--- src/source/ppu_pkg.sv ---
package ppu_pkg;

    // Screen geometry
    localparam int TILE_SIZE          = 16; // Tile width and height in pixels
    localparam int ENTRIES_PER_WORD   = 4;  // Map entries packed in one map word
    localparam int PALETTE_ENTRIES    = 8;
    localparam int COLORS_PER_PALETTE = 4;  // Colors per palette select value

    typedef logic [23:0] color_t;    // RGB pixel color
    typedef logic [31:0] map_word_t; // Four map entries with entry 0 in the lowest byte
    typedef logic [31:0] gfx_word_t; // Sixteen 2-bit pixels with pixel 0 at the top

    typedef logic [8:0]  map_addr_t;
    typedef logic [10:0] gfx_addr_t;
    typedef logic [2:0]  palette_addr_t;
    typedef logic [1:0]  pixel_t;

    // One byte of a map word
    typedef struct packed {
        logic       palette_sel;
        logic [6:0] tile_id;
    } tile_entry_t;

    // Line store entry
    typedef struct packed {
        logic      palette_sel;
        gfx_word_t gfx;
    } tile_row_t;

endpackage

--- src/source/entry_buffer_if.sv ---
interface entry_buffer_if #(
    parameter type entry_t = logic,
    parameter int  DEPTH   = 2
);

    logic                     write_en;
    logic [$clog2(DEPTH)-1:0] write_index;
    entry_t                   write_data;
    logic [$clog2(DEPTH)-1:0] read_index;
    entry_t                   read_data; // Follows read_index combinationally

    modport writer (
        output write_en, write_index, write_data
    );

    modport reader (
        output read_index,
        input  read_data
    );

    // Store side sees both ports mirrored
    modport store (
        input  write_en, write_index, write_data, read_index,
        output read_data
    );

endinterface

--- src/source/entry_buffer.sv ---
module entry_buffer
    import ppu_pkg::*;
#(
    parameter type entry_t = color_t,
    parameter int  DEPTH   = PALETTE_ENTRIES
) (
    input logic           clk,
    input logic           reset,
    entry_buffer_if.store bus
);

    entry_t entries_q [DEPTH];

    always_ff @(posedge clk) begin
        if (reset) begin
            for (int i = 0; i < DEPTH; i++) begin
                entries_q[i] <= '0;
            end
        end else if (bus.write_en) begin
            entries_q[bus.write_index] <= bus.write_data;
        end
    end

    // Read is combinational so a stage can use the entry in the same cycle
    assign bus.read_data = entries_q[bus.read_index];

endmodule

--- src/source/line_fetch.sv ---
module line_fetch
    import ppu_pkg::*;
#(
    parameter int LINE_TILES = 40
) (
    input  logic           clk,
    input  logic           reset,
    input  logic           hsync,
    input  logic           vblank,
    input  logic [9:0]     vcount,
    output map_addr_t      addr_tile_buffer,
    input  map_word_t      read_data_tile_buffer,
    output gfx_addr_t      addr_tile_graphics,
    input  gfx_word_t      read_data_tile_graphics,
    entry_buffer_if.writer line_wr
);

    localparam int WORDS_PER_ROW = LINE_TILES / ENTRIES_PER_WORD;
    localparam int CNT_W         = $clog2(LINE_TILES + 1);
    localparam int IDX_W         = $clog2(LINE_TILES);

    logic [CNT_W-1:0]        tile_q;     // Tile whose map word is requested next
    logic                    run;
    logic                    issue_q;
    logic [1:0]              lane_q;
    logic [3:0]              fine_q;
    logic [3:0][CNT_W-1:0]   tile_pipe;  // Tile index delayed one slot per pipeline cycle
    logic                    palette_sel;
    logic                    decoded;
    logic                    row_palette_q;
    logic                    wr_valid_q;
    tile_row_t               row;

    assign run = hsync && !vblank && (tile_q < LINE_TILES);

    always_ff @(posedge clk) begin
        if (reset) begin
            tile_q           <= '0;
            addr_tile_buffer <= '0;
            issue_q          <= 1'b0;
            wr_valid_q       <= 1'b0;
        end else begin
            issue_q    <= run;
            wr_valid_q <= hsync && decoded;
            if (run) begin
                // Tile row base plus word offset within the row
                addr_tile_buffer <= map_addr_t'(vcount / TILE_SIZE) * map_addr_t'(WORDS_PER_ROW)
                                    + map_addr_t'(tile_q / ENTRIES_PER_WORD);
                tile_q           <= tile_q + 1'b1;
            end else begin
                addr_tile_buffer <= '0;
                if (!hsync) begin
                    tile_q <= '0;
                end
            end
        end
    end

    always_ff @(posedge clk) begin
        lane_q        <= 2'(tile_q % ENTRIES_PER_WORD);
        fine_q        <= 4'(vcount % TILE_SIZE);
        tile_pipe     <= {tile_pipe[2:0], tile_q};
        row_palette_q <= palette_sel; // Lines up with the returning graphics row
    end

    tile_entry_decode u_tile_entry_decode (
        .clk         (clk),
        .reset       (reset),
        .issue       (issue_q),
        .lane        (lane_q),
        .fine_row    (fine_q),
        .map_word    (read_data_tile_buffer),
        .gfx_addr    (addr_tile_graphics),
        .palette_sel (palette_sel),
        .decoded     (decoded)
    );

    assign row.palette_sel = row_palette_q;
    assign row.gfx         = read_data_tile_graphics;

    assign line_wr.write_en    = wr_valid_q;
    assign line_wr.write_index = IDX_W'(tile_pipe[3]);
    assign line_wr.write_data  = row;

endmodule

--- src/source/palette_fetch.sv ---
module palette_fetch
    import ppu_pkg::*;
(
    input  logic            clk,
    input  logic            reset,
    input  logic            vblank,
    output palette_addr_t   addr_color_palettes,
    input  color_t          read_data_color_palettes,
    entry_buffer_if.writer  palette_wr
);

    localparam int COUNT_W = $clog2(PALETTE_ENTRIES + 1);

    logic [COUNT_W-1:0] count_q;      // Next palette entry to request
    logic               addr_valid_q; // addr_color_palettes holds a real request
    logic               wr_valid_q;   // Memory data for wr_addr_q is on the bus
    palette_addr_t      wr_addr_q;

    always_ff @(posedge clk) begin
        if (reset) begin
            count_q             <= '0;
            addr_color_palettes <= '0;
            addr_valid_q        <= 1'b0;
            wr_valid_q          <= 1'b0;
        end else begin
            wr_valid_q <= addr_valid_q;
            if (vblank && count_q < PALETTE_ENTRIES) begin
                addr_color_palettes <= palette_addr_t'(count_q);
                count_q             <= count_q + 1'b1;
                addr_valid_q        <= 1'b1;
            end else begin
                addr_color_palettes <= '0; // Park the address when idle
                addr_valid_q        <= 1'b0;
                if (!vblank) begin
                    count_q <= '0;
                end
            end
        end
    end

    // Address of the color now returning from memory
    always_ff @(posedge clk) begin
        wr_addr_q <= addr_color_palettes;
    end

    assign palette_wr.write_en    = wr_valid_q;
    assign palette_wr.write_index = wr_addr_q;
    assign palette_wr.write_data  = read_data_color_palettes;

endmodule

--- src/source/pixel_output.sv ---
module pixel_output
    import ppu_pkg::*;
(
    input  logic           clk,
    input  logic           reset,
    input  logic [10:0]    hcount,
    input  logic           vblank,
    input  logic           hsync,
    entry_buffer_if.reader line_rd,
    entry_buffer_if.reader palette_rd,
    output color_t         pixel_color
);

    localparam int LINE_IDX_W = $bits(line_rd.read_index);

    tile_row_t                  row;
    pixel_t [TILE_SIZE-1:0]     pixels;   // Pixel 0 sits at the top index
    logic [3:0]                 fine_col; // Column within the tile
    pixel_t                     pixel;

    // Tile under the beam
    assign line_rd.read_index = LINE_IDX_W'(hcount / TILE_SIZE);
    assign row                = line_rd.read_data;

    assign pixels   = row.gfx;
    assign fine_col = 4'(hcount % TILE_SIZE);
    assign pixel    = pixels[4'(TILE_SIZE - 1) - fine_col];

    // Palette select picks the upper or lower half of the palette store
    assign palette_rd.read_index = palette_addr_t'(row.palette_sel)
                                   * palette_addr_t'(COLORS_PER_PALETTE)
                                   + palette_addr_t'(pixel);

    always_ff @(posedge clk) begin
        if (reset || vblank || hsync) begin
            pixel_color <= '0; // Blank outside the active region
        end else begin
            pixel_color <= palette_rd.read_data;
        end
    end

endmodule

--- src/source/ppu_background.sv ---
module ppu_background
    import ppu_pkg::*;
#(
    parameter int LINE_TILES = 40
) (
    input  logic        clk,
    input  logic        reset,
    input  logic [10:0] hcount,
    input  logic [9:0]  vcount,
    input  logic        vblank,
    input  logic        hsync,
    output logic [23:0] pixel_color,

    // Tile map memory
    output logic [8:0]  addr_tile_buffer,
    input  logic [31:0] read_data_tile_buffer,

    // Tile graphics memory
    output logic [10:0] addr_tile_graphics,
    input  logic [31:0] read_data_tile_graphics,

    // Color palette memory
    output logic [2:0]  addr_color_palettes,
    input  logic [23:0] read_data_color_palettes
);

    // Palette colors loaded once per frame
    entry_buffer_if #(.entry_t(color_t), .DEPTH(PALETTE_ENTRIES)) palette_bus ();

    // Tile rows of the current line loaded during hsync
    entry_buffer_if #(.entry_t(tile_row_t), .DEPTH(LINE_TILES)) line_bus ();

    entry_buffer #(
        .entry_t (color_t),
        .DEPTH   (PALETTE_ENTRIES)
    ) u_palette_store (
        .clk   (clk),
        .reset (reset),
        .bus   (palette_bus.store)
    );

    entry_buffer #(
        .entry_t (tile_row_t),
        .DEPTH   (LINE_TILES)
    ) u_line_store (
        .clk   (clk),
        .reset (reset),
        .bus   (line_bus.store)
    );

    palette_fetch u_palette_fetch (
        .clk                      (clk),
        .reset                    (reset),
        .vblank                   (vblank),
        .addr_color_palettes      (addr_color_palettes),
        .read_data_color_palettes (read_data_color_palettes),
        .palette_wr               (palette_bus.writer)
    );

    line_fetch #(
        .LINE_TILES (LINE_TILES)
    ) u_line_fetch (
        .clk                     (clk),
        .reset                   (reset),
        .hsync                   (hsync),
        .vblank                  (vblank),
        .vcount                  (vcount),
        .addr_tile_buffer        (addr_tile_buffer),
        .read_data_tile_buffer   (read_data_tile_buffer),
        .addr_tile_graphics      (addr_tile_graphics),
        .read_data_tile_graphics (read_data_tile_graphics),
        .line_wr                 (line_bus.writer)
    );

    pixel_output u_pixel_output (
        .clk         (clk),
        .reset       (reset),
        .hcount      (hcount),
        .vblank      (vblank),
        .hsync       (hsync),
        .line_rd     (line_bus.reader),
        .palette_rd  (palette_bus.reader),
        .pixel_color (pixel_color)
    );

endmodule

--- src/source/tile_entry_decode.sv ---
module tile_entry_decode
    import ppu_pkg::*;
(
    input  logic       clk,
    input  logic       reset,
    input  logic       issue,    // Map read on the address port this cycle
    input  logic [1:0] lane,     // Entry within the map word
    input  logic [3:0] fine_row, // Row within the tile
    input  map_word_t  map_word,
    output gfx_addr_t  gfx_addr,
    output logic       palette_sel,
    output logic       decoded
);

    logic                                  issue_q;
    logic [1:0]                            lane_q;
    logic [3:0]                            fine_q;
    tile_entry_t [ENTRIES_PER_WORD-1:0]    entries;
    tile_entry_t                           entry;

    assign entries = map_word; // Entry 0 lands in the lowest byte
    assign entry   = entries[lane_q];

    always_ff @(posedge clk) begin
        if (reset) begin
            issue_q  <= 1'b0;
            decoded  <= 1'b0;
            gfx_addr <= '0;
        end else begin
            issue_q <= issue;
            decoded <= issue_q;
            if (issue_q) begin
                gfx_addr <= gfx_addr_t'(entry.tile_id) * gfx_addr_t'(TILE_SIZE)
                            + gfx_addr_t'(fine_q);
            end else begin
                gfx_addr <= '0;
            end
        end
    end

    // Lane and row travel with the map word, which arrives a cycle after the address
    always_ff @(posedge clk) begin
        lane_q      <= lane;
        fine_q      <= fine_row;
        palette_sel <= entry.palette_sel;
    end

endmodule
--- config.mk ---
export PLATFORM = sky130hd
export DESIGN_NAME = ppu_background
export DESIGN_NICKNAME = d
export VERILOG_FILES = /design/src/source/ppu_pkg.sv /design/src/source/entry_buffer_if.sv /design/src/source/entry_buffer.sv /design/src/source/line_fetch.sv /design/src/source/palette_fetch.sv /design/src/source/pixel_output.sv /design/src/source/ppu_background.sv /design/src/source/tile_entry_decode.sv
export SDC_FILE = /design/constraint.sdc
export NUM_CORES = 2
export LEC_CHECK = 0
export ABC_CLOCK_PERIOD_IN_PS = 4600
export BUFFER_PORTS_ARGS = -buffer_cell sky130_fd_sc_hd__buf_4
export CORE_UTILIZATION = 54
export DETAILED_ROUTE_END_ITERATION = 6
export PLACE_DENSITY = 0.7
export SKIP_CTS_REPAIR_TIMING = 1
export SYNTH_ARGS = -nofsm -noshare
export SYNTH_HDL_FRONTEND = slang
export SYNTH_SLANG_ARGS = --single-unit
export TNS_END_PERCENT = 50
--- constraint.sdc ---
create_clock -name clk -period 4.6 [get_ports clk]
set_clock_uncertainty 0.2 [all_clocks]
set_input_delay 0.23 -clock clk [delete_from_list [all_inputs] [get_ports clk]]
set_output_delay 0.23 -clock clk [all_outputs]
set_load 0.05 [all_outputs]
==> reports/results.txt <==
By startpoint and endpoint, the worst setup path is classified as reg -> reg. STA classifies the critical path endpoint as a flip-flop. The max-capacitance violation count was 0.

After synthesis the cells add up to 0.103 sq mm. The run gives 8733 as the initial detailed-routing violation count. The logs give 6657 for the number of nets in the layout and 0.622 for the post-route core utilization. TritonCTS built the clock tree. In this run, synthesis produced a sequential element count of 2404. The clock transition at the register clock pins on the worst setup and hold paths after CTS works out to 0.06 ns. The detailed router placed 59300 vias in this run.

After routing, the total negative slack on setup checks comes to 0 ns. The run finished with clean final reports. The DRC violation count after routing was 0; the maximum VDD drop was 0.450 mV. The logs give 0.129 ns for the worst setup slack after placement and 180 mm for the HPWL reported at the end of detailed placement.

For this run, the top clock speed supported by timing is 243 MHz. The core outline area was 0.188 sq mm. The maximum clock path buffer count is 3, and the wire length of the first global-routing pass is 424 mm.

The tools report the final weighted congestion of routability-driven global placement as 0.935. The worst hold path begins at read_data_tile_buffer[31]. Setup violations remaining at the end of the flow were counted as 0. The relative max-transition margin came out at 0.132. 160 I/O pins were placed. In this run, synthesis inferred 2304 flip-flops with an integrated enable. The tools report the die area as 0.192 sq mm.

Measured along the x axis, the die boundary spans 438 um. The run gives 0.546 as the initial core utilization. The worst setup path is launched from a flip-flop. The run gives 41.3 nW as the leakage power.

The dominant register cell in the synthesized netlist is sky130_fd_sc_hd__edfxtp_1. The tree is rooted in a sky130_fd_sc_hd__clkbuf_16. Number of antenna violations at the first check in global routing: 14.

For the sequential share of the synthesized area, the log shows 0.692. Final clock period utilization by the worst path: 0.896. In this run the worst setup path begins at u_line_store.entries_q[15][11]. For the worst-skew pair, the clock arrives at the later sink with an insertion delay of 0.91 ns.

The run gives 0 as the total count of hold-check failures in the final report. Using the TritonRoute via totals, the vias-per-cell ratio works out to 6.43. The number of distinct library cell variants in the gate-level netlist after synthesis was 91; the total congestion overflow was 0. The total count of max-transition violations in the final report was 0; the share of flip-flops with an asynchronous set or reset was 0. The first TritonRoute pass finished after 6 iterations. The arrival time reported for the critical path endpoint is 4.74 ns, and the residual antenna-violating net count after detailed routing is 0.

From synthesis to final layout, the design area changed by 14.0%. TritonCTS created 236 clock buffers. For the finished layout, the period the worst path requires is 4.12 ns. The multi-input combinational cells in the finished layout cover a total of 0.0294 sq mm. The share of final-layout standard cells stronger than drive strength 1 was 0.231. The die extent in y works out to 438 um. The row count was 159. The filler cells instantiated in the layout total 13200. The run gives 57600 as the via count of the first global-routing pass. The routed wirelength normalized by instance count is 32.7 um, and the top fanout value on the critical path is 24. The synthesized area per cell came out at 16.7 sq um. Entering global routing, the biggest net connects 65 pins. In this run the critical register-to-register path is launched from u_line_store.entries_q[15][11].

For the pin with the worst max-slew slack, the measured transition is 1.30 ns. The count of non-filler cells in the finished layout came out at 9220. The number of warnings reported in the yosys synthesis log was 0. The total wire length after detailed routing is 302 mm, and the worst endpoint required time is 5.21 ns.

The number of buffers added on ports was 158. The tools report the global router's overall resource usage as 0.313. The run gives 0.479 ns as the worst setup slack after layout. Setup repair after global routing left no endpoint under its margin. The logs give 0.0712 sq mm for the footprint of the flip-flops and latches and 4 for the maximum level of the CTS H-tree.

The path class of the lowest-slack min-delay path was in -> reg. For this design, the sink count on the clock tree is 2404. The power per cell area was 399 mW/mm^2. Counting every instance in the synthesized netlist gives 6144. The tools report the post-placement cell count as 8688.

The number of nets in the synthesized netlist is 6272.
kinds of logic (layout without fill, tap and decap cells):
kind of cell	count (synthesis)	after routing	share of synthesized area
AO/OA/AOI/OAI	456	456	0.0327
XOR/XNOR	14	14	0.00119
adder cells (fa/ha/maj)	15	15	0.00197
buffers and inverters	545	1123	0.0254
flip-flops	2404	2404	0.692
multiplexers	682	682	0.128
other	0	3	0
AND/OR/NAND/NOR	2028	2028	0.118
state kept, by name, summed over array words and instances, names as in the netlist, 3 cells and up:
register                                   flops
u_line_fetch.addr_tile_buffer                  9
u_line_fetch.fine_q                            4
u_line_fetch.line_wr.write_index               6
u_line_fetch.tile_pipe                        17
u_line_fetch.tile_q                            6
u_line_fetch.u_tile_entry_decode.fine_q        4
u_line_fetch.u_tile_entry_decode.gfx_addr     11
u_line_store.entries_q                      2112
u_palette_fetch.addr_color_palettes            3
u_palette_fetch.count_q                        4
u_palette_fetch.palette_wr.write_index         3
u_palette_store.entries_q                    192
u_pixel_output.pixel_color                    24
worst max-delay path: stages, from the launching register on:
cell,delay (ns)
sky130_fd_sc_hd__edfxtp_1,0.39
sky130_fd_sc_hd__mux4_2,0.49
sky130_fd_sc_hd__mux4_2,0.61
sky130_fd_sc_hd__mux2i_1,0.23
sky130_fd_sc_hd__buf_4,0.19
sky130_fd_sc_hd__o22a_1,0.25
sky130_fd_sc_hd__o2111ai_1,0.28
sky130_fd_sc_hd__o311ai_1,0.36
sky130_fd_sc_hd__o31a_1,0.33
sky130_fd_sc_hd__nor4b_4,0.30
sky130_fd_sc_hd__buf_12,0.23
sky130_fd_sc_hd__a32o_1,0.19
power breakdown:
| part | switching (mW) | total [mW] | internal [mW] |
|---|---|---|---|
| sequential | 0.153 | 24.6 | 24.5 |
| clock | 8.37 | 18.5 | 10.1 |
| combinational | 2.27 | 3.64 | 1.37 |
| total | 10.8 | 46.7 | 35.9 |
Yosys cell counts, types with 26 or more instances:
library cell	n	area share
sky130_fd_sc_hd__a211o_1	26	0.0022
sky130_fd_sc_hd__a211oi_1	35	0.0026
sky130_fd_sc_hd__a21oi_1	73	0.0036
sky130_fd_sc_hd__a22oi_1	72	0.0053
sky130_fd_sc_hd__a32o_1	26	0.0025
sky130_fd_sc_hd__and2_1	1534	0.093
sky130_fd_sc_hd__buf_2	78	0.0038
sky130_fd_sc_hd__buf_6	51	0.0056
sky130_fd_sc_hd__clkbuf_1	352	0.013
sky130_fd_sc_hd__dfxtp_1	100	0.019
sky130_fd_sc_hd__edfxtp_1	2304	0.67
sky130_fd_sc_hd__inv_1	33	0.0012
sky130_fd_sc_hd__mux2i_1	152	0.015
sky130_fd_sc_hd__mux4_2	506	0.11
sky130_fd_sc_hd__nand2_1	80	0.0029
sky130_fd_sc_hd__nand3_1	34	0.0017
sky130_fd_sc_hd__nor2_1	143	0.0052
sky130_fd_sc_hd__nor2b_1	56	0.0034
sky130_fd_sc_hd__o22ai_1	64	0.0039
sky130_fd_sc_hd__or2_2	52	0.0032
final cells by class:
cell class              instances  share of cell area
flip-flops and latches       2404               0.607
multi-input cells            3195               0.251
clock buffers                 300              0.0528
repair buffers                658              0.0521
well taps                    2495              0.0266
clock inverters               131             0.00931
inverters                      34             0.00110
diodes                          3           0.0000640
final timing paths:
kind / end / slack [ns] / depth (start not counted)
max: u_pixel_output.pixel_color[20] / 0.48 / 11
min: u_line_fetch.u_tile_entry_decode.palette_sel / 0.01 / 3
max reg2reg: u_pixel_output.pixel_color[20] / 0.48 / 11
min reg2reg: u_line_fetch.u_tile_entry_decode.fine_q[2] / 0.12 / 0
stage by stage:
stage                     area, sq um  power, mW  hold WS, ns
after floorplan                103000       26.9       0.0577
after global placement         109000       28.5        0.112
after detailed placement       109000       28.6        0.112
after CTS                      116000       46.7       -0.809
after global routing           117000       47.8       0.0132
final                          117000       46.7       0.0132
routing by layer:
| layer | share of wire | global-route usage | wire length (um) | vias up |
|---|---|---|---|---|
| li1 | - | - | - | 24100 |
| met1 | 0.37 | 0.429 | 111000 | 30700 |
| met2 | 0.47 | 0.488 | 141000 | 3823 |
| met3 | 0.12 | 0.0703 | 35300 | 681 |
| met4 | 0.047 | 0.132 | 14200 | 6 |
| met5 | 0.00016 | 0 | 49 | - |
layout by cell type (no fill, tap or decap), types with 42 or more instances in the layout:
| cell | netlist | final |
|---|---|---|
| sky130_fd_sc_hd__edfxtp_1 | 2304 | 2304 |
| sky130_fd_sc_hd__and2_1 | 1534 | 1534 |
| sky130_fd_sc_hd__mux4_2 | 506 | 505 |
| sky130_fd_sc_hd__buf_4 | 21 | 485 |
| sky130_fd_sc_hd__clkbuf_16 | 0 | 238 |
| sky130_fd_sc_hd__mux2i_1 | 152 | 152 |
| sky130_fd_sc_hd__dfxtp_1 | 100 | 99 |
| sky130_fd_sc_hd__dlygate4sd3_1 | 0 | 98 |
| sky130_fd_sc_hd__nand2_1 | 80 | 80 |
| sky130_fd_sc_hd__nor2_1 | 143 | 78 |
| sky130_fd_sc_hd__a21oi_1 | 73 | 73 |
| sky130_fd_sc_hd__a22oi_1 | 72 | 72 |
| sky130_fd_sc_hd__buf_12 | 0 | 72 |
| sky130_fd_sc_hd__o22ai_1 | 64 | 63 |
| sky130_fd_sc_hd__clkbuf_1 | 352 | 62 |
| sky130_fd_sc_hd__nor2b_1 | 56 | 54 |
| sky130_fd_sc_hd__clkinv_1 | 0 | 54 |
| sky130_fd_sc_hd__or2_2 | 52 | 52 |
| sky130_fd_sc_hd__clkinv_2 | 0 | 49 |
| sky130_fd_sc_hd__nor2_2 | 1 | 42 |
Power figures use the tool's default switching activity.
